## src/verilog/cpu_pkg.sv

```systemverilog
/* shared types for the RV32I subset core: words, enums, decoded
   instruction and memory request structs, address constants */
package cpu_pkg;

    typedef logic [31:0] word_t;
    typedef logic [4:0]  reg_addr_t;

    // major opcodes of the supported subset
    typedef enum logic [6:0] {
        OP_LUI    = 7'b0110111,
        OP_JAL    = 7'b1101111,
        OP_BRANCH = 7'b1100011,
        OP_LOAD   = 7'b0000011,
        OP_STORE  = 7'b0100011,
        OP_IMM    = 7'b0010011,
        OP_REG    = 7'b0110011
    } opcode_e;

    typedef enum logic [3:0] {
        ADD, SUB, SLL, SLT, XOR, SRL, SRA, OR, AND, PASS_B,
        EQ, NE, LT, GE
    } alu_op_e;

    typedef enum logic [2:0] {
        ALU_REG, ALU_IMM, LUI, JAL, BRANCH, LOAD, STORE, ILLEGAL
    } inst_kind_e;

    typedef enum logic {
        BYTE,
        WORD
    } mem_size_e;

    typedef struct packed {
        inst_kind_e kind;
        alu_op_e    alu_op;
        reg_addr_t  rd;
        reg_addr_t  rs1;
        reg_addr_t  rs2;
        word_t      imm;
        logic       we;
        mem_size_e  size;
        logic       unsigned_load;
    } decoded_t;

    typedef struct packed {
        logic      start;
        logic      write;
        mem_size_e size;
        word_t     addr;
        word_t     wdata;
    } mem_req_t;

    typedef enum logic [2:0] {
        FETCH, DECODE, EXEC, MEM, WB, HALTED
    } ctrl_state_e;

    // output byte at IO_BASE, halt at IO_BASE + 4
    localparam word_t     IO_BASE  = 32'h0003_0000;
    localparam word_t     RESET_PC = 32'h0000_0000;
    localparam reg_addr_t DBG_REG  = 5'd10;

endpackage

```

## src/verilog/cpu.sv

```systemverilog
/* RV32I subset core top level: control, memory port, decoder,
   register file and ALU */
`timescale 1ns/1ns

module cpu (
    input  logic           clk_in,
    input  logic           rst_in,
    input  logic           rdy_in,
    input  logic [7:0]     mem_din_i,
    output logic [7:0]     mem_dout_o,
    output cpu_pkg::word_t mem_addr_o,
    output logic           mem_wr_o,
    output cpu_pkg::word_t dbgreg_dout_o
);
    import cpu_pkg::*;

    decoded_t  dec;
    word_t     instr_word;
    alu_op_e   alu_op;
    word_t     alu_a;
    word_t     alu_b;
    word_t     alu_result;
    logic      alu_flag;
    mem_req_t  mem_req;
    word_t     mem_rdata;
    logic      mem_done;
    word_t     rs1_data;
    word_t     rs2_data;
    logic      rf_we;
    reg_addr_t rf_waddr;
    word_t     rf_wdata;

    cpu_control u_control (
        .clk_in       (clk_in),
        .rst_in       (rst_in),
        .rdy_in       (rdy_in),
        .instr_i      (dec),
        .alu_result_i (alu_result),
        .mem_rdata_i  (mem_rdata),
        .rs1_data_i   (rs1_data),
        .rs2_data_i   (rs2_data),
        .alu_flag_i   (alu_flag),
        .mem_done_i   (mem_done),
        .instr_word_o (instr_word),
        .alu_op_o     (alu_op),
        .alu_a_o      (alu_a),
        .alu_b_o      (alu_b),
        .mem_req_o    (mem_req),
        .rf_we_o      (rf_we),
        .rf_waddr_o   (rf_waddr),
        .rf_wdata_o   (rf_wdata)
    );

    cpu_mem_port u_mem_port (
        .clk_in     (clk_in),
        .rst_in     (rst_in),
        .rdy_in     (rdy_in),
        .req_i      (mem_req),
        .mem_din_i  (mem_din_i),
        .mem_dout_o (mem_dout_o),
        .mem_addr_o (mem_addr_o),
        .mem_wr_o   (mem_wr_o),
        .rdata_o    (mem_rdata),
        .done_o     (mem_done)
    );

    cpu_decoder u_decoder (
        .instr_i (instr_word),
        .dec_o   (dec)
    );

    // register reads follow the decoder during DECODE
    cpu_regfile u_regfile (
        .clk_in   (clk_in),
        .rst_in   (rst_in),
        .rdy_in   (rdy_in),
        .we_i     (rf_we),
        .waddr_i  (rf_waddr),
        .raddr1_i (dec.rs1),
        .raddr2_i (dec.rs2),
        .wdata_i  (rf_wdata),
        .rdata1_o (rs1_data),
        .rdata2_o (rs2_data),
        .dbg_o    (dbgreg_dout_o)
    );

    cpu_alu u_alu (
        .op_i     (alu_op),
        .a_i      (alu_a),
        .b_i      (alu_b),
        .result_o (alu_result),
        .flag_o   (alu_flag)
    );

endmodule

```

## src/verilog/cpu_alu.sv

```systemverilog
/* ALU: arithmetic, logic, shifts, set-less-than, branch compares */
`timescale 1ns/1ns

module cpu_alu (
    input  cpu_pkg::alu_op_e op_i,
    input  cpu_pkg::word_t   a_i,
    input  cpu_pkg::word_t   b_i,
    output cpu_pkg::word_t   result_o,
    output logic             flag_o
);
    import cpu_pkg::*;

    logic [4:0] shamt;

    assign shamt = b_i[4:0];

    always_comb
    begin
        result_o = '0;
        flag_o   = 1'b0;
        case (op_i)
            ADD:    result_o = a_i + b_i;
            SUB:    result_o = a_i - b_i;
            SLL:    result_o = a_i << shamt;
            SLT:    result_o = {31'b0, $signed(a_i) < $signed(b_i)};
            XOR:    result_o = a_i ^ b_i;
            SRL:    result_o = a_i >> shamt;
            SRA:    result_o = word_t'($signed(a_i) >>> shamt);
            OR:     result_o = a_i | b_i;
            AND:    result_o = a_i & b_i;
            PASS_B: result_o = b_i;
            // branch conditions, signed for BLT and BGE
            EQ:     flag_o = (a_i == b_i);
            NE:     flag_o = (a_i != b_i);
            LT:     flag_o = ($signed(a_i) < $signed(b_i));
            GE:     flag_o = ($signed(a_i) >= $signed(b_i));
            default: result_o = '0;
        endcase
    end

endmodule

```

## src/verilog/cpu_control.sv

```systemverilog
/* control FSM: PC, instruction register, operand select,
   next PC and write-back source */
`timescale 1ns/1ns

module cpu_control (
    input  logic               clk_in,
    input  logic               rst_in,
    input  logic               rdy_in,
    input  cpu_pkg::decoded_t  instr_i,
    input  cpu_pkg::word_t     alu_result_i,
    input  cpu_pkg::word_t     mem_rdata_i,
    input  cpu_pkg::word_t     rs1_data_i,
    input  cpu_pkg::word_t     rs2_data_i,
    input  logic               alu_flag_i,
    input  logic               mem_done_i,
    output cpu_pkg::word_t     instr_word_o,
    output cpu_pkg::alu_op_e   alu_op_o,
    output cpu_pkg::word_t     alu_a_o,
    output cpu_pkg::word_t     alu_b_o,
    output cpu_pkg::mem_req_t  mem_req_o,
    output logic               rf_we_o,
    output cpu_pkg::reg_addr_t rf_waddr_o,
    output cpu_pkg::word_t     rf_wdata_o
);
    import cpu_pkg::*;

    ctrl_state_e state;
    word_t       pc;
    word_t       ir;
    decoded_t    dec_q;
    word_t       rs1_q;
    word_t       rs2_q;
    word_t       res_q;
    word_t       load_q;
    logic        issued;
    word_t       pc_plus4;
    word_t       load_val;

    assign pc_plus4     = pc + 32'd4;
    assign instr_word_o = ir;

    // operands; JAL adds its offset to the PC
    assign alu_op_o = dec_q.alu_op;
    assign alu_a_o  = (dec_q.kind == JAL) ? pc : rs1_q;
    assign alu_b_o  = (dec_q.kind == ALU_REG || dec_q.kind == BRANCH) ? rs2_q : dec_q.imm;

    // byte loads come back zero extended from the port
    assign load_val = (dec_q.size == BYTE && !dec_q.unsigned_load) ?
                      {{24{mem_rdata_i[7]}}, mem_rdata_i[7:0]} : mem_rdata_i;

    always_comb
    begin
        mem_req_o       = '0;
        mem_req_o.start = (state == FETCH || state == MEM) && !issued;
        if (state == FETCH)
        begin
            mem_req_o.size = WORD;
            mem_req_o.addr = pc;
        end
        else
        begin
            mem_req_o.write = (dec_q.kind == STORE);
            mem_req_o.size  = dec_q.size;
            mem_req_o.addr  = res_q;
            mem_req_o.wdata = rs2_q;
        end
    end

    // x0 writes dropped here
    assign rf_we_o    = (state == WB) && dec_q.we && (dec_q.rd != '0);
    assign rf_waddr_o = dec_q.rd;

    always_comb
    begin
        case (dec_q.kind)
            LUI:     rf_wdata_o = dec_q.imm;
            JAL:     rf_wdata_o = pc_plus4;
            LOAD:    rf_wdata_o = load_q;
            default: rf_wdata_o = res_q;
        endcase
    end

    always_ff @(posedge clk_in)
    begin
        if (rst_in)
        begin
            state  <= FETCH;
            pc     <= RESET_PC;
            issued <= 1'b0;
        end
        else if (rdy_in)
        begin
            if (mem_req_o.start)
                issued <= 1'b1;
            case (state)
                FETCH:
                    if (mem_done_i)
                    begin
                        ir     <= mem_rdata_i;
                        issued <= 1'b0;
                        state  <= DECODE;
                    end
                DECODE:
                begin
                    dec_q <= instr_i;
                    rs1_q <= rs1_data_i;
                    rs2_q <= rs2_data_i;
                    state <= (instr_i.kind == ILLEGAL) ? HALTED : EXEC;
                end
                EXEC:
                begin
                    res_q <= alu_result_i;
                    case (dec_q.kind)
                        BRANCH:
                        begin
                            pc    <= alu_flag_i ? pc + dec_q.imm : pc_plus4;
                            state <= FETCH;
                        end
                        LOAD, STORE: state <= MEM;
                        default:     state <= WB;
                    endcase
                end
                MEM:
                    if (mem_done_i)
                    begin
                        issued <= 1'b0;
                        if (dec_q.kind == LOAD)
                        begin
                            load_q <= load_val;
                            state  <= WB;
                        end
                        else
                        begin
                            pc <= pc_plus4;
                            // the halt write parks the core
                            state <= (res_q == IO_BASE + 32'd4) ? HALTED : FETCH;
                        end
                    end
                WB:
                begin
                    pc    <= (dec_q.kind == JAL) ? res_q : pc_plus4;
                    state <= FETCH;
                end
                default:
                    state <= HALTED;
            endcase
        end
    end

    // one request per entry to a fetch or memory phase
    assert property (@(posedge clk_in) disable iff (rst_in)
        mem_req_o.start && rdy_in |=> !mem_req_o.start);

    // only loads and stores reach the memory phase
    assert property (@(posedge clk_in) disable iff (rst_in)
        (state == MEM) |-> (dec_q.kind == LOAD || dec_q.kind == STORE));

    // write-back only for instructions that write rd
    assert property (@(posedge clk_in) disable iff (rst_in)
        (state == WB) |-> dec_q.we);

endmodule

```

## src/verilog/cpu_decoder.sv

```systemverilog
/* RV32I subset decoder: kind, ALU operation and immediates */
`timescale 1ns/1ns

module cpu_decoder (
    input  cpu_pkg::word_t    instr_i,
    output cpu_pkg::decoded_t dec_o
);
    import cpu_pkg::*;

    logic [2:0] funct3;
    logic [6:0] funct7;
    word_t      imm_i;
    word_t      imm_s;
    word_t      imm_b;
    word_t      imm_u;
    word_t      imm_j;

    assign funct3 = instr_i[14:12];
    assign funct7 = instr_i[31:25];

    assign imm_i = {{20{instr_i[31]}}, instr_i[31:20]};
    assign imm_s = {{20{instr_i[31]}}, instr_i[31:25], instr_i[11:7]};
    assign imm_b = {{19{instr_i[31]}}, instr_i[31], instr_i[7], instr_i[30:25],
                    instr_i[11:8], 1'b0};
    assign imm_u = {instr_i[31:12], 12'b0};
    assign imm_j = {{11{instr_i[31]}}, instr_i[31], instr_i[19:12], instr_i[20],
                    instr_i[30:21], 1'b0};

    always_comb
    begin
        dec_o        = '0;
        dec_o.kind   = ILLEGAL;
        dec_o.alu_op = ADD;
        dec_o.rd     = instr_i[11:7];
        dec_o.rs1    = instr_i[19:15];
        dec_o.rs2    = instr_i[24:20];
        dec_o.size   = WORD;
        case (opcode_e'(instr_i[6:0]))
            OP_LUI:
            begin
                dec_o.kind   = LUI;
                dec_o.alu_op = PASS_B;
                dec_o.imm    = imm_u;
            end
            OP_JAL:
            begin
                dec_o.kind = JAL;
                dec_o.imm  = imm_j;
            end
            OP_BRANCH:
            begin
                dec_o.kind = BRANCH;
                dec_o.imm  = imm_b;
                case (funct3)
                    3'b000:  dec_o.alu_op = EQ;
                    3'b001:  dec_o.alu_op = NE;
                    3'b100:  dec_o.alu_op = LT;
                    3'b101:  dec_o.alu_op = GE;
                    default: dec_o.kind = ILLEGAL;
                endcase
            end
            OP_IMM:
            begin
                dec_o.kind = ALU_IMM;
                dec_o.imm  = imm_i;
                case (funct3)
                    3'b000:  dec_o.alu_op = ADD;
                    3'b010:  dec_o.alu_op = SLT;
                    3'b100:  dec_o.alu_op = XOR;
                    3'b110:  dec_o.alu_op = OR;
                    3'b111:  dec_o.alu_op = AND;
                    3'b001:
                        if (funct7 == 7'h00)
                            dec_o.alu_op = SLL;
                        else
                            dec_o.kind = ILLEGAL;
                    3'b101:
                        if (funct7 == 7'h00)
                            dec_o.alu_op = SRL;
                        else if (funct7 == 7'h20)
                            dec_o.alu_op = SRA;
                        else
                            dec_o.kind = ILLEGAL;
                    default: dec_o.kind = ILLEGAL;
                endcase
            end
            OP_REG:
            begin
                dec_o.kind = ALU_REG;
                case ({funct7, funct3})
                    {7'h00, 3'b000}: dec_o.alu_op = ADD;
                    {7'h20, 3'b000}: dec_o.alu_op = SUB;
                    {7'h00, 3'b001}: dec_o.alu_op = SLL;
                    {7'h00, 3'b010}: dec_o.alu_op = SLT;
                    {7'h00, 3'b100}: dec_o.alu_op = XOR;
                    {7'h00, 3'b101}: dec_o.alu_op = SRL;
                    {7'h20, 3'b101}: dec_o.alu_op = SRA;
                    {7'h00, 3'b110}: dec_o.alu_op = OR;
                    {7'h00, 3'b111}: dec_o.alu_op = AND;
                    default:         dec_o.kind = ILLEGAL;
                endcase
            end
            OP_LOAD:
            begin
                dec_o.kind = LOAD;
                dec_o.imm  = imm_i;
                if (funct3 == 3'b100)
                begin
                    dec_o.size          = BYTE;
                    dec_o.unsigned_load = 1'b1;
                end
                else if (funct3 != 3'b010)
                    dec_o.kind = ILLEGAL;
            end
            OP_STORE:
            begin
                dec_o.kind = STORE;
                dec_o.imm  = imm_s;
                if (funct3 == 3'b000)
                    dec_o.size = BYTE;
                else if (funct3 != 3'b010)
                    dec_o.kind = ILLEGAL;
            end
            default:
                dec_o.kind = ILLEGAL;
        endcase
        dec_o.we = (dec_o.kind == ALU_REG) || (dec_o.kind == ALU_IMM) ||
                   (dec_o.kind == LUI) || (dec_o.kind == JAL) || (dec_o.kind == LOAD);
    end

endmodule

```

## src/verilog/cpu_mem_port.sv

```systemverilog
/* byte-serial memory sequencer: word assembly on reads,
   little-endian byte split on writes */
`timescale 1ns/1ns

module cpu_mem_port (
    input  logic              clk_in,
    input  logic              rst_in,
    input  logic              rdy_in,
    input  cpu_pkg::mem_req_t req_i,
    input  logic [7:0]        mem_din_i,
    output logic [7:0]        mem_dout_o,
    output cpu_pkg::word_t    mem_addr_o,
    output logic              mem_wr_o,
    output cpu_pkg::word_t    rdata_o,
    output logic              done_o
);
    import cpu_pkg::*;

    logic        busy;
    logic        write_q;
    mem_size_e   size_q;
    word_t       base_q;
    word_t       wdata_q;
    logic [2:0]  cnt;
    logic [2:0]  cnt_nxt;
    logic [2:0]  nbytes;
    logic [1:0]  cap_lane;
    logic [23:0] rbuf;
    logic        last;

    // cnt = bytes issued before this cycle; read data trails by one
    assign nbytes   = (size_q == WORD) ? 3'd4 : 3'd1;
    assign cnt_nxt  = cnt + 3'd1;
    assign cap_lane = cnt[1:0] - 2'd1;
    assign last     = busy && (write_q ? (cnt == nbytes - 3'd1) : (cnt == nbytes));
    assign done_o   = last && rdy_in;

    // top lane straight from the pins on the final cycle
    assign rdata_o = (size_q == WORD) ? {mem_din_i, rbuf} : {24'b0, mem_din_i};

    always_ff @(posedge clk_in)
    begin
        if (rst_in)
        begin
            busy       <= 1'b0;
            cnt        <= '0;
            mem_wr_o   <= 1'b0;
            mem_addr_o <= '0;
            mem_dout_o <= '0;
        end
        else if (rdy_in)
        begin
            if (req_i.start)
            begin
                busy       <= 1'b1;
                cnt        <= '0;
                write_q    <= req_i.write;
                size_q     <= req_i.size;
                base_q     <= req_i.addr;
                wdata_q    <= req_i.wdata;
                mem_addr_o <= req_i.addr;
                mem_wr_o   <= req_i.write;
                mem_dout_o <= req_i.wdata[7:0];
            end
            else if (busy)
            begin
                if (!write_q && cnt != 3'd0 && !last)
                    rbuf[8*cap_lane +: 8] <= mem_din_i;
                if (last)
                begin
                    busy     <= 1'b0;
                    mem_wr_o <= 1'b0;
                end
                else
                begin
                    cnt <= cnt_nxt;
                    if (cnt_nxt < nbytes)
                    begin
                        mem_addr_o <= base_q + {29'b0, cnt_nxt};
                        mem_dout_o <= wdata_q[8*cnt_nxt[1:0] +: 8];
                        mem_wr_o   <= write_q;
                    end
                    else
                        mem_wr_o <= 1'b0;
                end
            end
        end
    end

    assert property (@(posedge clk_in) disable iff (rst_in)
        req_i.start |-> !busy);

endmodule

```

## src/verilog/cpu_regfile.sv

```systemverilog
/* 32 x 32 register file, x0 reads zero, debug port on x10 */
`timescale 1ns/1ns

module cpu_regfile (
    input  logic               clk_in,
    input  logic               rst_in,
    input  logic               rdy_in,
    input  logic               we_i,
    input  cpu_pkg::reg_addr_t waddr_i,
    input  cpu_pkg::reg_addr_t raddr1_i,
    input  cpu_pkg::reg_addr_t raddr2_i,
    input  cpu_pkg::word_t     wdata_i,
    output cpu_pkg::word_t     rdata1_o,
    output cpu_pkg::word_t     rdata2_o,
    output cpu_pkg::word_t     dbg_o
);
    import cpu_pkg::*;

    word_t regs [32];

    always_ff @(posedge clk_in)
    begin
        if (rst_in)
            regs <= '{default: '0};
        else if (rdy_in && we_i && waddr_i != '0)
            regs[waddr_i] <= wdata_i;
    end

    // x0 is never written so it stays zero
    assign rdata1_o = regs[raddr1_i];
    assign rdata2_o = regs[raddr2_i];
    assign dbg_o    = regs[DBG_REG];

endmodule
```

## config.mk

```make
export PLATFORM = sky130hd
export DESIGN_NAME = cpu
export DESIGN_NICKNAME = d
export VERILOG_FILES = /design/src/verilog/cpu_pkg.sv /design/src/verilog/cpu.sv /design/src/verilog/cpu_alu.sv /design/src/verilog/cpu_control.sv /design/src/verilog/cpu_decoder.sv /design/src/verilog/cpu_mem_port.sv /design/src/verilog/cpu_regfile.sv
export SDC_FILE = /design/constraint.sdc
export NUM_CORES = 2
export LEC_CHECK = 0
export BUFFER_PORTS_ARGS = -buffer_cell sky130_fd_sc_hd__buf_4
export CORE_AREA = 2 2 406 569
export DETAILED_ROUTE_END_ITERATION = 12
export DIE_AREA = 0 0 408 571
export PLACE_DENSITY_LB_ADDON = 0.25
export SLEW_MARGIN = 10
export SYNTH_ARGS = -nofsm -noshare
export SYNTH_HDL_FRONTEND = slang
export SYNTH_SLANG_ARGS = --single-unit
```

## constraint.sdc

```tcl
create_clock -name clk_in -period 36.9 [get_ports clk_in]
set_input_delay 5.535 -clock clk_in [delete_from_list [all_inputs] [get_ports clk_in]]
set_output_delay 5.535 -clock clk_in [all_outputs]
set_load 0.01 [all_outputs]
```

Word-level counts from Yosys, hierarchy flattened
Index checks and enable logic that the tools add are counted.
{"block": "totals", "ff_bits": 1402, "input_bits": 11, "elab_cells": 277}
{"block": "op_classes", "n_lt_le_gt_ge": 7, "shift": 6, "bitwise": 9, "reduce_logical": 50, "eq_ne": 60, "n_addsub": 9, "muxes": 78}
{"cell": "bitwise mux 1024 bit", "count": 1}
{"cell": "two-way mux 32 bit", "count": 19}
{"cell": "binary-select mux 32 bit (select 5 bit)", "count": 2}
{"cell": "one-hot mux 32 bit (10 select lines)", "count": 1}
{"cell": "one-hot mux 32 bit (3 select lines)", "count": 2}
{"cell": "demux 32 bit (select 5 bit)", "count": 1}
{"cell": "one-hot mux 32 bit (5 select lines)", "count": 1}
{"cell": "adder 32 bit", "count": 2}
{"cell": "two-way mux 3 bit", "count": 15}
{"cell": "== test 10 x 3 -> 1 bit, second input constant", "count": 4}
{"cell": "two-way mux 8 bit", "count": 5}
{"cell": "negator 5 -> 34 bit", "count": 1}
{"cell": "variable shift 8 x 34 -> 24 bit, first input constant", "count": 1}
{"cell": "variable part select 8 x 34 -> 24 bit", "count": 1}
{"cell": "adder 32 x 3 -> 32 bit", "count": 1}
{"cell": "adder 32 x 3 -> 32 bit, second input constant", "count": 1}
{"cell": "bitwise AND 32 bit", "count": 1}
{"cell": "== test 32 x 18 -> 1 bit, second input constant", "count": 1}
{"cell": "== test 32 bit", "count": 1}
{"cell": "greater-or-equal comparator 32 bit", "count": 1}
{"cell": "< comparator 32 bit", "count": 1}
{"cell": "inequality test 32 bit", "count": 1}
{"cell": "OR 32 bit", "count": 1}
{"cell": "one-hot mux 4 bit (4 select lines)", "count": 2}
{"cell": "62 further kinds", "count": 152}

Logic depth before layout (Yosys ltp)
{"block": "depth", "word_depth": 10, "mapped_depth": 20}

Hierarchy
Synthesis repeated with hierarchy kept, for this count alone.
{"block": "hier_totals", "cells_unflattened": 10121, "area_unflattened_um2": 82623.0}
{"module": "cpu_regfile", "area_per_inst_um2": 52892.0, "instances": 1, "cells_per_inst": 6882, "seq_area_each_um2": 20499.7}
{"module": "cpu_control", "area_per_inst_um2": 13511.7, "instances": 1, "cells_per_inst": 1253, "seq_area_each_um2": 6936.7}
{"module": "cpu_alu", "area_per_inst_um2": 8782.2, "instances": 1, "cells_per_inst": 1292, "seq_area_each_um2": 0.0}
{"module": "cpu_mem_port", "area_per_inst_um2": 6354.8, "instances": 1, "cells_per_inst": 532, "seq_area_each_um2": 3603.5}
{"module": "cpu_decoder", "area_per_inst_um2": 1082.3, "instances": 1, "cells_per_inst": 162, "seq_area_each_um2": 0.0}

Worst setup path after synthesis
No wires, ideal clock.
{"block": "synth_path", "path_type": "input port to flip-flop", "startpoint": "input rdy_in", "endpoint": "register u_control.dec_q, in the netlist u_control.alu_op_o[0] (enable)", "setup_time_ns": 0.893, "path_stages": 3, "t_arrival_ns": 17.334, "path_buffers": 1, "path_slack_ns": 18.673, "path_cell_list": "clkbuf_1 nand2b_1 nor4b_1"}
{"block": "synth_between", "elab_chain_len": 1}
{"item": "from (decl)", "line": "cpu.sv:8", "text": "input logic rdy_in,"}
{"item": "AND reduction 3 bit (no line)"}
{"item": "to (signal assigned)", "line": "cpu_control.sv:105", "text": "dec_q <= instr_i;"}
{"item": "to (decl)", "line": "cpu_control.sv:30", "text": "decoded_t dec_q;"}
Every way passes these cells.
A chain may end at the register's enable or synchronous reset.

Final worst setup path
{"block": "layout_path", "startpoint": "input rst_in", "endpoint": "register u_regfile.regs[63] (netlist name)"}
{"item": "from (decl)", "line": "cpu.sv:7", "text": "input logic rst_in,"}
{"item": "to (signal, indexed assignment)", "line": "cpu_regfile.sv:26", "text": "regs[waddr_i] <= wdata_i;"}
{"item": "to (decl)", "line": "cpu_regfile.sv:19", "text": "word_t regs [32];"}
No word-level cell between the ends.

==> impl_metrics.tcl <==
set metrics [dict create \
    status "finished, final reports clean" \
    rsz0062_at_grt "no" \
    place_inst 11020 \
    wl_per_cell_um 29.89 \
    cts_hold_buf 0 \
    startpoint "rst_in" \
    synth-edff-count 297 \
    syn-cell-area_sq_um 79310 \
    tritoncts "built" \
    grtUsageTotal 0.2813 \
    fp.dieW_um 408 \
    cp-endpoint "u_regfile.regs[63]" \
    synth_top_family_by_area "multiplexers" \
    synthAdderAreaFrac 0.02326 \
    finalHoldViolCount 0 \
    yosys.area.top_type_share 0.2789 \
    dr_total_vias 67870 \
    synth.net_count 8638 \
    ys_ff_latch 1402 \
    ir_worst_vdd_mv 0.03462 \
    dp_hpwl_um 222300 \
    first_iter_violations 7409 \
    r2r_start "u_control.dec_q[54]" \
    utilization 0.3846 \
    end_kind "flop" \
    cp-start-kind "primary input" \
    pre_cts_ws_ns 27.25 \
    syn-mean-instance-area_sq_um 9.350 \
    worstHoldPathCells 2 \
    row_count 208 \
    timing.fmax_mhz 112.5 \
    drv_cap 0 \
    synth-xor-area-share 0.009387 \
    setup_ws_ns 28.01 \
    post-route-min-period_ns 8.885 \
    gp_congestion 0.9902 \
    dieArea_sq_um 233000 \
    async_flop_share 0 \
    firstDrtPassIters 6 \
    drive_gt1_frac 0.1717 \
    p_leak_nw 29.56 \
    layout.cells.non_filler 11300 \
    grt_max_degree 222 \
    min_period_over_period 0.2408 \
    port_buffers 83 \
    crit_arrival_ns 9.55 \
    gr-total-overflow 0 \
    rrSetupSlack_ns 28.38 \
    crit_type "primary input to flop" \
    antenna_left 0 \
    post_cts_buffers 0 \
    yosys-top-cells-area "dfxtp_1, mux4_2, edfxtp_1, nand2_1, a21oi_1" \
    yosys_warnings 0 \
    die_y_um 571 \
    cts-root-buf "clkbuf_16" \
    power_per_cell_area_nw_per_um2 39.97 \
    multiInputGateArea_sq_um 45180 \
    slew_headroom 0.1220 \
    coreArea_sq_um 228200 \
    required_ns 37.57 \
    setup_violations 0 \
    htreeDepth 4 \
    syn_inst 8482 \
    cts.path.max_buffers 4 \
    report.power.total_mw 3.508 \
    synth_simple_gate_area_frac 0.1552 \
    cts_buffers 155 \
    grt_pass1_wl_um 479500 \
    synth_cell_types 93 \
    synthFlopType "dfxtp_1" \
    area_growth_pct 10.67 \
    fin_worst_hold_slack_ns 0.4563 \
    rr_worst_depth 17 \
    vias_per_cell 6.007 \
    synth.most_common_cell "nand2_1" \
    cts.sinks 1402 \
    drcViolationCount 0 \
    r2r-end "u_control.pc[29]" \
    synthMuxAreaShare 0.2226 \
    nNetsFinal 8289 \
    synth-seq-area-share 0.3914 \
    hold_path.class "flop to flop" \
    crit_fanout 211 \
    final.setup_skew_ns 0.07727 \
    ctsResizeCount 0 \
    clk_latency_ns 0.86 \
    wirelength_um 337700 \
    path_clk_slew_ns 0.06 \
    yosys.area.top_type "dfxtp_1" \
    tightestPinTransition_ns 1.317 \
    maxSlewViolCount 0 \
    start_util 0.3475 \
    grt_pass1_vias 65660 \
    place_area_sq_um 82830 \
    area.sequential_sq_um 31040 \
    fin_setup_tns_ns 0 \
    finalInstanceArea_sq_um 87770 \
    fillers 22540 \
    synth_compound_area_frac 0.1513 \
    antenna_found_initial 13 \
    yosys-top-cells-count "nand2_1, dfxtp_1, a21oi_1" \
    ios 84 \
]
worst max-delay path: stages:
cell and delay (ns):
buf_8 0.40, buf_4 0.72, buf_12 0.68, buf_4 0.85, buf_4 1.02, a21oi_1 0.10
sequential cells by signal, summed over array words and instances (netlist names), 4 cells and up, named ones only:
| register | flops |
|---|---|
| u_mem_port.mem_addr_o | 32 |
| u_mem_port.rbuf | 24 |
| u_control.instr_word_o | 32 |
| u_control.rf_waddr_o | 5 |
| u_control.res_q | 32 |
| u_regfile.dbg_o | 32 |
| u_control.pc | 32 |
| u_regfile.regs | 992 |
| u_control.rs2_q | 32 |
| u_control.alu_op_o | 4 |
| u_control.rs1_q | 32 |
| u_control.load_q | 32 |
| u_control.dec_q | 38 |
| u_mem_port.base_q | 32 |
| u_mem_port.mem_dout_o | 8 |
| u_mem_port.wdata_q | 32 |
power breakdown:
group	internal, mW	leakage, nW	switching (mW)
combinational	0.0975	15.6	0.235
sequential	1.59	11.6	0.0308
clock	0.883	2.42	0.672
worst min path at each step:
stage | start | end | slack, ns
after detailed placement | u_mem_port.mem_addr_o[26] | u_mem_port.mem_addr_o[26] | 0.45
after global routing | u_regfile.regs[179] | u_regfile.regs[179] | 0.48
final | u_mem_port.mem_addr_o[26] | u_mem_port.mem_addr_o[26] | 0.46
after CTS | u_mem_port.mem_addr_o[26] | u_mem_port.mem_addr_o[26] | 0.46
after global placement | u_regfile.regs[433] | u_regfile.regs[433] | 0.44
after floorplan | u_control.instr_word_o[8] | u_control.rf_waddr_o[1] | 0.43
metal layers:
metal	track usage	part of all wire	up-vias
met5	0	0.000080	-
met4	0.2133	0.090	4
met3	0.04330	0.073	958
met2	0.4638	0.47	3290
met1	0.3302	0.37	33700
li1	-	-	29920
placed cells by master (no fill, tap or decap), types with 22 or more instances in the layout:
cell type	instances
xnor2_1	50
nor3_1	55
nor2_1	573
xor2_1	35
a21o_1	49
o221ai_1	26
edfxtp_1	297
clkbuf_1	33
dfxtp_1	1105
nand2_2	29
clkbuf_8	34
a31oi_1	25
o22a_1	22
mux2i_1	188
o22ai_1	64
mux4_2	650
a221oi_1	51
a21oi_1	1074
a211oi_1	219
nand2_1	1893
a22oi_1	28
nor2_4	32
and3_1	31
and2_1	83
nand3_1	63
nand4_1	31
inv_1	144
o211ai_1	46
mux2_2	96
o21ai_0	153
clkbuf_16	158
nor2b_1	63
buf_4	282
ha_1	141
cells by family (layout without fill, tap and decap cells):
group	Yosys count	count (layout)
XOR/XNOR	85	85
AND/OR/NAND/NOR	2990	2990
multiplexers	939	939
adder cells (fa/ha/maj)	145	145
flip-flops	1402	1402
buffers and inverters	943	708
AO/OA/AOI/OAI	1978	1978
other	0	6
final cells by class:
| type | instances | share of cell area |
|---|---|---|
| Antenna cell | 6 | 0.0001711 |
| Clock buffer | 225 | 0.05179 |
| Clock inverter | 46 | 0.004305 |
| Inverter | 148 | 0.006329 |
| Multi-Input combinational cell | 6137 | 0.5147 |
| Sequential cell | 1402 | 0.3536 |
| Tap cell | 3045 | 0.04341 |
| Timing Repair Buffer | 289 | 0.02566 |
Power figures use the tool's default switching activity.
